<file path="config.mk">
export PLATFORM = sky130hd
export DESIGN_NAME = softmax_top
export DESIGN_NICKNAME = d
export VERILOG_FILES = /design/src/verilog/softmax_pkg.sv /design/src/verilog/exp_unit.sv /design/src/verilog/sum_tree.sv /design/src/verilog/log_unit.sv /design/src/verilog/softmax_core.sv /design/src/verilog/word_gather.sv /design/src/verilog/softmax_top.sv
export VERILOG_INCLUDE_DIRS = /design/src /design/src/verilog
export SDC_FILE = /design/constraint.sdc
export NUM_CORES = 2
export LEC_CHECK = 0
export BUFFER_PORTS_ARGS = -buffer_cell sky130_fd_sc_hd__buf_2
export CORE_ASPECT_RATIO = 0.9
export CORE_MARGIN = 5
export CORE_UTILIZATION = 50
export DETAILED_ROUTE_END_ITERATION = 6
export HOLD_SLACK_MARGIN = 0.03
export PLACE_DENSITY = 0.66
export SYNTH_ARGS = -nofsm -noshare
export SYNTH_HDL_FRONTEND = slang
export SYNTH_SLANG_ARGS = --single-unit
</file>
<file path="constraint.sdc">
create_clock -name clk -period 43.5 [get_ports clk]
set_input_delay 13.05 -clock clk [delete_from_list [all_inputs] [get_ports clk]]
set_output_delay 13.05 -clock clk [all_outputs]
set_load 0.01 [all_outputs]
</file>
<file path="src/verilog/softmax_config.svh">
// size constants of the softmax datapath, include wherever lane or word widths are needed
`ifndef SOFTMAX_CONFIG_SVH
`define SOFTMAX_CONFIG_SVH

// logits per packet
`define SM_LANES 16

// one q3.4 logit or one output byte
`define SM_LANE_W 8

// upstream fifo word
`define SM_WORD_W 16

// fifo words making up one packet
`define SM_WORDS 8

// full packet, lanes times lane width
`define SM_VEC_W 128

`endif

</file>
<file path="src/verilog/softmax_pkg.sv">
// fixed-point scalar types and packet structs shared by all softmax rtl, import with ::*
`default_nettype none

`include "softmax_config.svh"

package softmax_pkg;

  // q3.4 input logit
  typedef logic signed [`SM_LANE_W-1:0] lane_t;

  // clamped output byte
  typedef logic [`SM_LANE_W-1:0] prob_t;

  typedef logic [19:0] exp_t;         // uq12.8 exponential
  typedef logic [23:0] sum_t;         // uq16.8, exact sum of 16 exps
  typedef logic signed [8:0] log_t;   // sq5.4 natural log

  // lane i sits at bits 8i upward
  typedef logic [`SM_LANES-1:0][`SM_LANE_W-1:0] vec_t;

  typedef struct packed {
    vec_t data;
    logic use_softmax;  // mode sampled at packet completion
  } packet_t;

endpackage

`default_nettype wire

</file>
<file path="src/verilog/exp_unit.sv">
// approximate e^(y - ln_off) for one lane, one instance per lane inside the softmax core
`default_nettype none

module exp_unit
  import softmax_pkg::*;
(
  input  lane_t y,
  input  log_t  ln_off,
  output exp_t  exp_y
);

  localparam int unsigned       MANT_BASE  = 246;    // fitted 2^0 in q0.8
  localparam int unsigned       MANT_SLOPE = 11;     // ~ln2 * 256 / 16 per fraction step
  localparam logic signed [6:0] MAX_LSHIFT = 7'sd15; // mantissa << 13 overflows anyway

  logic signed [9:0]  diff;
  logic signed [10:0] a;
  logic signed [10:0] scaled;  // a * log2(e), still q.4
  logic signed [6:0]  u;
  logic [3:0]         v;
  logic [8:0]         mant;
  logic [6:0]         rsh;
  logic [23:0]        wide;

  assign diff = y - ln_off;  // both sign-extended to 10 bits
  assign a    = diff;

  // 1 + 1/2 - 1/16 = 1.4375
  assign scaled = a + (a >>> 1) - (a >>> 4);

  assign u    = scaled[10:4];
  assign v    = scaled[3:0];
  assign mant = 9'(MANT_BASE + MANT_SLOPE * v);  // linear fit of 2^v
  assign rsh  = 7'(-u);

  always_comb begin
    wide = '0;
    if (u < 0) begin
      wide = 24'(mant) >> rsh;   // large right shifts flush to zero
    end else if (u <= MAX_LSHIFT) begin
      wide = 24'(mant) << u[3:0];
    end else begin
      wide = '1;
    end
    // saturate at 2^20
    exp_y = (|wide[23:20]) ? '1 : wide[19:0];
  end

endmodule

`default_nettype wire

</file>
<file path="src/verilog/sum_tree.sv">
// exact combinational sum of the 16 lane exponentials, feeds the log unit in the core
`default_nettype none

`include "softmax_config.svh"

module sum_tree
  import softmax_pkg::*;
(
  input  exp_t exps [`SM_LANES],
  output sum_t sum
);

  localparam int N1 = `SM_LANES / 2;
  localparam int N2 = N1 / 2;
  localparam int N3 = N2 / 2;

  // one bit of growth per level keeps every level exact
  logic [20:0] lvl1 [N1];
  logic [21:0] lvl2 [N2];
  logic [22:0] lvl3 [N3];

  always_comb begin
    for (int i = 0; i < N1; i++) begin
      lvl1[i] = exps[2*i] + exps[2*i+1];
    end
    for (int i = 0; i < N2; i++) begin
      lvl2[i] = lvl1[2*i] + lvl1[2*i+1];
    end
    for (int i = 0; i < N3; i++) begin
      lvl3[i] = lvl2[2*i] + lvl2[2*i+1];
    end
  end

  assign sum = lvl3[0] + lvl3[1];  // 24 bits, uq16.8

endmodule

`default_nettype wire

</file>
<file path="src/verilog/log_unit.sv">
// leading-one approximation of ln(f) for the uq16.8 exponential sum, used by the core
`default_nettype none

module log_unit
  import softmax_pkg::*;
(
  input  sum_t f,
  output log_t ln_f
);

  localparam int LN_MAX = 255;
  localparam int LN_MIN = -256;

  logic [4:0]         p;        // leading-one position from bit 23, 24 when f is zero
  logic signed [4:0]  w;        // integer part of log2
  logic [23:0]        norm;
  logic [22:0]        frac;
  logic signed [27:0] a;        // q5.23 log2(f)
  logic signed [30:0] scaled;
  logic signed [30:0] shifted;

  always_comb begin
    p = 5'd24;
    // last hit wins, so the highest set bit decides
    for (int i = 0; i < 24; i++) begin
      if (f[i]) begin
        p = 5'(23 - i);
      end
    end
  end

  // bit 23 weighs 2^15 in uq16.8
  assign w    = 5'd15 - p;
  assign norm = f << p;
  assign frac = norm[22:0];     // bits below the leading one
  assign a    = {w, frac};

  // 1/2 + 1/8 + 1/16 = 11/16, close to ln2
  assign scaled  = (a >>> 1) + (a >>> 3) + (a >>> 4);
  assign shifted = scaled >>> 19;  // drop to 4 fraction bits

  always_comb begin
    if (shifted > LN_MAX) begin
      ln_f = log_t'(LN_MAX);
    end else if (shifted < LN_MIN) begin
      ln_f = log_t'(LN_MIN);
    end else begin
      ln_f = shifted[8:0];
    end
  end

endmodule

`default_nettype wire

</file>
<file path="src/verilog/softmax_core.sv">
// two-phase softmax over one latched packet, started by the top and answered with done_core
`default_nettype none

`include "softmax_config.svh"

module softmax_core
  import softmax_pkg::*;
(
  input  logic clk,
  input  logic rst_n,
  input  logic start,
  input  vec_t vec,
  output vec_t result,
  output logic done_core
);

  typedef enum logic [1:0] {
    ST_IDLE,
    ST_PHASE0,  // sum of exps and its log
    ST_PHASE1   // exp against the log offset
  } core_state_t;

  core_state_t state;

  lane_t lanes_q [`SM_LANES];
  exp_t  exps    [`SM_LANES];
  sum_t  sum;
  log_t  ln_sum;
  log_t  ln_q;
  log_t  ln_sel;
  vec_t  probs;

  function automatic prob_t clamp_byte(input exp_t e);
    // anything at or above 1.0 saturates the byte
    return (|e[$bits(exp_t)-1:`SM_LANE_W]) ? '1 : prob_t'(e[`SM_LANE_W-1:0]);
  endfunction

  always_ff @(posedge clk or negedge rst_n) begin
    if (!rst_n) begin
      state     <= ST_IDLE;
      done_core <= 1'b0;
    end else begin
      done_core <= 1'b0;
      case (state)
        ST_IDLE: begin
          if (start) begin
            state <= ST_PHASE0;
          end
        end
        ST_PHASE0: state <= ST_PHASE1;
        ST_PHASE1: begin
          state     <= ST_IDLE;
          done_core <= 1'b1;  // same edge as result
        end
        default: state <= ST_IDLE;
      endcase
    end
  end

  always_ff @(posedge clk) begin
    if (state == ST_IDLE && start) begin
      for (int i = 0; i < `SM_LANES; i++) begin
        lanes_q[i] <= lane_t'(vec[i]);
      end
    end
    if (state == ST_PHASE0) begin
      ln_q <= ln_sum;
    end
    if (state == ST_PHASE1) begin
      result <= probs;  // held until the next run
    end
  end

  // phase 0 runs the exps unshifted
  assign ln_sel = (state == ST_PHASE1) ? ln_q : '0;

  for (genvar gi = 0; gi < `SM_LANES; gi++) begin : g_lane
    exp_unit exp_i (
      .y      (lanes_q[gi]),
      .ln_off (ln_sel),
      .exp_y  (exps[gi])
    );
    assign probs[gi] = clamp_byte(exps[gi]);
  end

  sum_tree tree_i (
    .exps (exps),
    .sum  (sum)
  );

  log_unit log_i (
    .f    (sum),
    .ln_f (ln_sum)
  );

endmodule

`default_nettype wire

</file>
<file path="src/verilog/word_gather.sv">
// reads the show-ahead fifo and packs eight 16-bit words into one packet for the top
`default_nettype none

`include "softmax_config.svh"

module word_gather
  import softmax_pkg::*;
(
  input  logic                  clk,
  input  logic                  rst_n,
  input  logic                  empty,
  input  logic [`SM_WORD_W-1:0] data_in,
  input  logic                  softmax_en,
  input  logic                  pkt_release,
  output logic                  rd_en,
  output packet_t               pkt,
  output logic                  pkt_ready
);

  localparam int CNT_W = $clog2(`SM_WORDS + 1);

  logic [CNT_W-1:0]     count;
  logic [`SM_VEC_W-1:0] shift_q;  // first word ends up in lanes 0-1
  logic                 mode_q;
  logic                 take;
  logic                 last_take;

  assign pkt_ready = (count == CNT_W'(`SM_WORDS));

  // rd_en high means the previous word is still being popped
  assign take      = !empty && !rd_en && !pkt_ready;
  assign last_take = take && (count == CNT_W'(`SM_WORDS - 1));

  always_ff @(posedge clk or negedge rst_n) begin
    if (!rst_n) begin
      count  <= '0;
      rd_en  <= 1'b0;
      mode_q <= 1'b0;
    end else begin
      rd_en <= take;  // pop follows the take by one cycle
      if (pkt_release) begin
        count <= '0;
      end else if (take) begin
        count <= count + 1'b1;
      end
      if (last_take) begin
        mode_q <= softmax_en;  // mode fixed per packet
      end
    end
  end

  always_ff @(posedge clk) begin
    if (take) begin
      shift_q <= {data_in, shift_q[`SM_VEC_W-1:`SM_WORD_W]};
    end
  end

  assign pkt.data        = shift_q;
  assign pkt.use_softmax = mode_q;

endmodule

`default_nettype wire

</file>
<file path="src/verilog/softmax_top.sv">
// softmax accelerator top, fifo in, valid/done out, routes each packet to core or bypass
`default_nettype none

`include "softmax_config.svh"

module softmax_top
  import softmax_pkg::*;
(
  input  logic                  clk,
  input  logic                  rst_n,
  input  logic                  softmax_en,
  input  logic                  empty,
  input  logic [`SM_WORD_W-1:0] data_in,
  output logic                  rd_en,
  output logic                  valid,
  input  logic                  done,
  output vec_t                  data_out
);

  typedef enum logic [1:0] {
    ST_WAIT_PKT,
    ST_START_CORE,
    ST_WAIT_CORE,
    ST_HOLD_OUT    // result pending downstream
  } top_state_t;

  top_state_t state;

  packet_t pkt;
  logic    pkt_ready;
  logic    pkt_release;
  logic    start;
  vec_t    result;
  logic    done_core;

  assign start       = (state == ST_START_CORE);
  assign pkt_release = (state == ST_HOLD_OUT) && done;  // frees the gather for the next packet

  always_ff @(posedge clk or negedge rst_n) begin
    if (!rst_n) begin
      state    <= ST_WAIT_PKT;
      valid    <= 1'b0;
      data_out <= '0;
    end else begin
      valid <= 1'b0;
      case (state)
        ST_WAIT_PKT: begin
          if (pkt_ready) begin
            if (pkt.use_softmax) begin
              state <= ST_START_CORE;
            end else begin
              // bypass, packet goes out unchanged
              data_out <= pkt.data;
              valid    <= 1'b1;
              state    <= ST_HOLD_OUT;
            end
          end
        end
        ST_START_CORE: state <= ST_WAIT_CORE;
        ST_WAIT_CORE: begin
          if (done_core) begin
            data_out <= result;
            valid    <= 1'b1;
            state    <= ST_HOLD_OUT;
          end
        end
        ST_HOLD_OUT: begin
          if (done) begin
            state <= ST_WAIT_PKT;
          end
        end
        default: state <= ST_WAIT_PKT;
      endcase
    end
  end

  word_gather gather_i (
    .clk         (clk),
    .rst_n       (rst_n),
    .empty       (empty),
    .data_in     (data_in),
    .softmax_en  (softmax_en),
    .pkt_release (pkt_release),
    .rd_en       (rd_en),
    .pkt         (pkt),
    .pkt_ready   (pkt_ready)
  );

  softmax_core core_i (
    .clk       (clk),
    .rst_n     (rst_n),
    .start     (start),
    .vec       (pkt.data),  // gather holds it until release
    .result    (result),
    .done_core (done_core)
  );

endmodule

`default_nettype wire

</file>
# --- Yosys cells after proc, flatten, opt, wreduce, memory -nomap -nowiden ---
# Memories as Yosys holds them, arrays and structs flattened.
# Index checks and enable logic that the tools add are counted.
word_totals:
  reg_bits: 405
  mem_count: 1
  mem_bits_rw: 128
  output_inout_bits: 130
  word_cells: 376
memory_table:
  columns: ["name", "words", "word_bits", "rd", "rd_ports_with_merged_regs", "write_ports", "line_no", "source"]
  rows:
  - ["core_i.lanes_q", 16, 8, 16, 0, 16, "softmax_core.sv:25", "lane_t lanes_q [`SM_LANES];"]
classes:
  eq_ne: 12
  muxes: 94
  shift: 33
  n_reduce_logical: 46
  multipliers: 16
  magnitude_cmp: 34
  n_addsub: 99
op_table:
  columns: ["cell", "count"]
  rows:
  - ["24-bit 2-to-1 mux", 32]
  - ["128-bit 2-to-1 mux", 3]
  - ["9-bit by 4-bit left shift with 24-bit output", 16]
  - ["9-bit by 7-bit >> shifter with 24-bit output", 16]
  - ["20-bit 2-to-1 mux", 16]
  - ["128-bit case mux with 2 select lines", 1]
  - ["12-bit OR reduction", 16]
  - ["10-bit by 9-bit adder with 11-bit output", 16]
  - ["11-bit by 6-bit subtractor with 11-bit output", 16]
  - ["20-bit by 20-bit adder with 21-bit output", 8]
  - ["8-bit by 9-bit subtractor with 10-bit output", 16]
  - ["8-bit by 8-bit adder with 9-bit output (first input constant)", 16]
  - ["4-bit by 4-bit multiplier with 8-bit output (first input constant)", 16]
  - ["7-bit by 5-bit less-or-equal comparator with 1-bit output (second input constant)", 16]
  - ["7-bit by 1-bit < comparator with 1-bit output (second input constant)", 16]
  - ["7-bit negation", 16]
  - ["5-bit 2-to-1 mux", 19]
  - ["21-bit by 21-bit adder with 22-bit output", 4]
  - ["4-bit OR reduction", 16]
  - ["22-bit by 22-bit adder with 23-bit output", 2]
  - ["28-bit by 24-bit adder with 29-bit output", 1]
  - ["27-bit by 25-bit adder with 28-bit output", 1]
  - ["4-bit 2-to-1 mux", 7]
  - ["23-bit by 23-bit adder with 24-bit output", 1]
  - ["23 further kinds", 47]

# --- Logic depth before layout (Yosys ltp) ---
depth:
  word_depth: 45
  ltp_mapped: 86

# --- Hierarchy ---
# From an unflattened synthesis, not the netlist that was laid out.
unflattened:
  hier_cells: 8488
  hier_area_um2: 76413.3
by_module_without_submodules:
  columns: ["module", "area_per_inst_um2", "instances", "seq_area_each_um2", "cells_per_inst"]
  rows:
  - ["exp_unit (core_i.g_lane[0].exp_i ...)", 2788.9, 10, 0.0, 393]
  - ["softmax_core", 9849.4, 1, 8032.7, 459]
  - ["sum_tree", 8376.8, 1, 0.0, 860]
  - ["exp_unit (core_i.g_lane[7].exp_i ...)", 2526.2, 3, 0.0, 352]
  - ["softmax_top", 7065.5, 1, 3278.1, 438]
  - ["word_gather", 4180.3, 1, 3993.8, 157]
  - ["log_unit", 3479.6, 1, 0.0, 500]
  - ["exp_unit (core_i.g_lane[5].exp_i)", 2824.0, 1, 0.0, 391]
  - ["exp_unit (core_i.g_lane[6].exp_i)", 2587.5, 1, 0.0, 347]
  - ["exp_unit (core_i.g_lane[4].exp_i)", 2582.5, 1, 0.0, 350]

# --- Worst setup path after synthesis ---
# OpenSTA, ideal clock, no wires.
synth_timing:
  kind: "in2reg"
  start: "in empty"
  end: "reg gather_i.count[3]"
  setup_time_ps: 78
  stages: 4
  required_time_ps: 43422
  setup_slack_ps: 20170
  arrival_ps: 23253
  path_cell_list: "nor3_1 nand4_1 xor2_1 a21oi_1"
synth_via:
  elab_chain_cells: 4
synth_rtl:
  columns: ["item", "line_no", "source"]
  rows:
  - ["start, declared", "softmax_top.sv:12", "input logic empty,"]
  - ["1-bit logical NOT", "word_gather.sv:31", "assign take = !empty && !rd_en && !pkt_ready;"]
  - ["1-bit logical AND (2 in a row)", "word_gather.sv:31", null]
  - ["2-bit nonzero test (no source line)", null, null]
  - ["end signal, assigned", "word_gather.sv:44", "count <= count + 1'b1;"]
  - ["end, declared", "word_gather.sv:22", "logic [CNT_W-1:0] count;"]
# No other way between the ends.
# A chain may end at the register's enable or synchronous reset.

# --- Final worst setup path ---
layout_timing:
  start: "reg core_i.state[1]"
  end: "reg core_i.ln_q[4], data pin"
layout_via:
  elab_chain_cells: 45
  word_cells_on_any_way: 272
  cone_classes: "add/sub (98); mul (16); order compare (34); eq/ne (1); shift (33); mux (74); reduce/logical (16)"
layout_rtl:
  columns: ["item", "line_no", "source"]
  rows:
  - ["start, declared", "softmax_core.sv:23", "core_state_t state;"]
  - ["start signal, assigned", "softmax_core.sv:40", "state <= ST_IDLE;"]
  - ["start signal, assigned", "softmax_core.sv:47", "state <= ST_PHASE0;"]
  - ["start signal, assigned", "softmax_core.sv:50", "ST_PHASE0: state <= ST_PHASE1;"]
  - ["2-bit == test (*)", "softmax_core.sv:75", "assign ln_sel = (state == ST_PHASE1) ? ln_q : '0;"]
  - ["9-bit 2-to-1 mux (*)", "softmax_core.sv:75", null]
  - ["8-bit by 9-bit subtractor with 10-bit output", "exp_unit.sv:25", "assign diff = y - ln_off;"]
  - ["10-bit by 9-bit adder with 11-bit output", "exp_unit.sv:29", "assign scaled = a + (a >>> 1) - (a >>> 4);"]
  - ["11-bit by 6-bit subtractor with 11-bit output", "exp_unit.sv:29", null]
  - ["4-bit by 4-bit multiplier with 8-bit output", "exp_unit.sv:33", "assign mant = 9'(MANT_BASE + MANT_SLOPE * v);"]
  - ["8-bit by 8-bit adder with 9-bit output", "exp_unit.sv:33", null]
  - ["9-bit by 4-bit left shift with 24-bit output", "exp_unit.sv:41", "wide = 24'(mant) << u[3:0];"]
  - ["[... 7 more ...]", null, null]
  - ["23-bit by 23-bit adder with 24-bit output (*)", "sum_tree.sv:34", "assign sum = lvl3[0] + lvl3[1];"]
  - ["4-bit 2-to-1 mux (5 in a row)", "log_unit.sv:26", "if (f[i]) begin"]
  - ["5-bit 2-to-1 mux (19 in a row)", "log_unit.sv:26", null]
  - ["24-bit by 5-bit left shift with 23-bit output or 4-bit by 5-bit subtractor with 5-bit output (tied branches)", "log_unit.sv:34, log_unit.sv:33", null]
  - ["27-bit by 25-bit adder with 28-bit output", "log_unit.sv:39", "assign scaled = (a >>> 1) + (a >>> 3) + (a >>> 4);"]
  - ["28-bit by 24-bit adder with 29-bit output (*)", "log_unit.sv:39", null]
  - ["10-bit by 9-bit < comparator with 1-bit output", "log_unit.sv:45", "end else if (shifted < LN_MIN) begin"]
  - ["9-bit 2-to-1 mux", "log_unit.sv:45", null]
  - ["end signal, assigned", "softmax_core.sv:67", "ln_q <= ln_sum;"]
  - ["end, declared", "softmax_core.sv:29", "log_t ln_q;"]
# Mark *: on every way between the ends. The rest lies on a longest branch, timed or not.

==> run summary <==
Total GRT Usage: 0.303
Final nets: 8781
Dpl ws: 21.62 ns
CTS H-tree lvls: 2
Vias in the first global route: 53704
Max IR drop VDD: 0.0311 mV
Clk pin slew, worst setup/hold paths: 0.07 ns
Post-route ant nets: 0
# rows: 126
Worst Hold Class: reg -> reg
Hold_buf cts: 0
Port buffer count: 150
Resized cells post-CTS: 0
CP max stage delay: 0.75 ns
Die Y: 355 um
Gp weighted congestion: 1.04
DIE WIDTH: 393 um
Most common cell after layout, fill and taps aside: nor2_1
Register area share after synthesis: 0.232
Synthesis Warnings: 0
CP Class: reg -> reg
Initial cell density of the core: 0.503
Setup violators final: 0
Worst Tran Pin Value: 1.26 ns
Most frequent cells in the layout: nor2_1, a21oi_1, inv_1, ha_1, nand2_1
Fin util: 0.541
WP data arrival: 22.50 ns
Num CTS Buffers: 60
Max Cap Viol: 0
Yosys reg bits: 533
Syn Nets: 8727
Worst Skew: 0.0484 ns
Power Total: 1.22 mW
Crit. End Element: register
Async SR Flop Fraction: 0.263
Initial detailed-routing violation count: 6619
Min Tclk post-route: 22.05 ns
Grt total ovfl: 0
Distinct cells, synth: 95
CTS tree: built
Overall routed net length: 215000 um
# Post-CTS Setup Buffers: 0
Hold slack: 0.458 ns
Clk buf depth: 3
Synth area leader: edfxtp_1
CP required: 43.95 ns
First-pass GRT wire length: 327000 um
Root buffer cell: clkbuf_16
Final setup margin: 21.45 ns
Slowest CP cell: a211oi_4
Residual DRC: 0
Layout cells sized above 1: 0.0624
Setup TNS: 0 ns
Leakage: 32.4 nW
Max FO, Critical Path: 138
CP most frequent cell: inv_1
Wirelength per Cell: 22.9 um
CP Launch Type: register
Vias: 56567
Pins Over Slew Limit: 0
First-pass DRT Iterations: 7
Pin count of the biggest net entering global routing: 139
Post-synthesis cell count: 7561
Initial antenna violation count: 12
Post-route clock period utilization: 0.507
Commonest register cell after synthesis: edfxtp_1
Vias/cell: 6.02
CP Buf/Inv Count: 15
Mapped Area: 66100 sq um
Status: complete, no violations
Max-slew headroom: 0.152
Worst-skew pair later-pin latency: 0.72 ns
Pwr per Cell Area: 17.1 nW/um^2
Final hold viol count: 0
Number of synthesized flops with an enable pin: 393
Post-DP HPWL: 174000 um
Share of the synthesized area in the top cell type: 0.179
Sink Count: 533
Area grow syn2layout: 7.57%
Number of I/O pins: 151
Die area: 140000 sq um
F_max: 45.3 MHz
RSZ-0062 raised after global routing: no
Core area: 131000 sq um
CP top delay family: adder cells
Synth top area cells: edfxtp_1, fa_1, ha_1, a21oi_1, dfrtp_1
Syn Area/Cell: 8.74 sq um
## cell type report
type                    count  area, sq um
multi-input cells        6017        47100
fillers                 12125        60200
flip-flops and latches    533        15300
clock buffers              73         1640
repair buffers            254         1560
well taps                1728         2160
diodes                      1         2.50
clock inverters            40          539
inverters                 749         2810
## layer usage
| layer | global-route usage | vias to the layer above | routed length [um] |
|---|---|---|---|
| li1 | - | 26513 | - |
| met1 | 0.454 | 27550 | 98700 |
| met2 | 0.450 | 2249 | 91300 |
| met3 | 0.0642 | 255 | 19900 |
| met4 | 0.0681 | 0 | 5340 |
| met5 | 0 | - | 0 |
## power breakdown
group          switching, mW  leakage [nW]  total (mW)  internal [mW]
clock                  0.246          1.06       0.572          0.326
sequential            0.0375          5.89       0.618          0.581
combinational         0.0193          25.5      0.0255        0.00614
total                  0.303          32.4        1.22          0.913
## synthesized netlist by cell type, types with 140 or more instances
cell,count
nor2_1,816
edfxtp_1,393
clkbuf_1,236
a21o_1,190
xnor2_1,323
mux2i_1,319
nand2_1,651
fa_1,465
a21oi_1,749
ha_1,680
o21bai_1,142
dfrtp_1,140
o21ai_0,423
inv_1,740
## flip-flops by register name (all words and copies together) (netlist names)
signal	count
core_i.lanes_q	128
core_i.result	128
data_out	128
gather_i.shift_q	128
core_i.ln_q	9
gather_i.count	4
core_i.state	2
state	2
core_i.done_core	1
gather_i.mode_q	1
gather_i.rd_en	1
valid	1
## metrics by stage
stage / instances / instance area (sq um)
after floorplan: 7561 / 66100
after global placement: 9281 / 68900
after detailed placement: 9281 / 68900
after CTS: 9394 / 71100
after global routing: 9394 / 71100
final: 9395 / 71100
## path summary, 6_finish.rpt
check | startpoint | to | cells after the start | slack [ns]
setup / recovery | core_i.state[1] | core_i.ln_q[4] | 76 | 21.45
max in group asynchronous | rst_n | data_out[25] | 2 | 29.99
setup reg to reg | core_i.state[1] | core_i.ln_q[4] | 76 | 21.45
min in group asynchronous | rst_n | data_out[122] | 1 | 12.23
hold reg to reg | gather_i.shift_q[2] | core_i.lanes_q[0][2] | 0 | 0.46
hold / removal | gather_i.shift_q[2] | core_i.lanes_q[0][2] | 0 | 0.46
## cells by family (layout without fill, tap and decap cells)
logic type               count (synthesis)  after routing  synth area share
AND/OR/NAND/NOR                       2044           2044             0.136
AO/OA/AOI/OAI                         2019           2019             0.190
adder cells (fa/ha/maj)               1145           1145             0.270
buffers and inverters                 1011           1116            0.0576
flip-flops                             533            533             0.232
XOR/XNOR                               451            451            0.0598
multiplexers                           358            358            0.0560
other                                    0              1                 0
No activity file was read; power rests on OpenSTA's default activity.
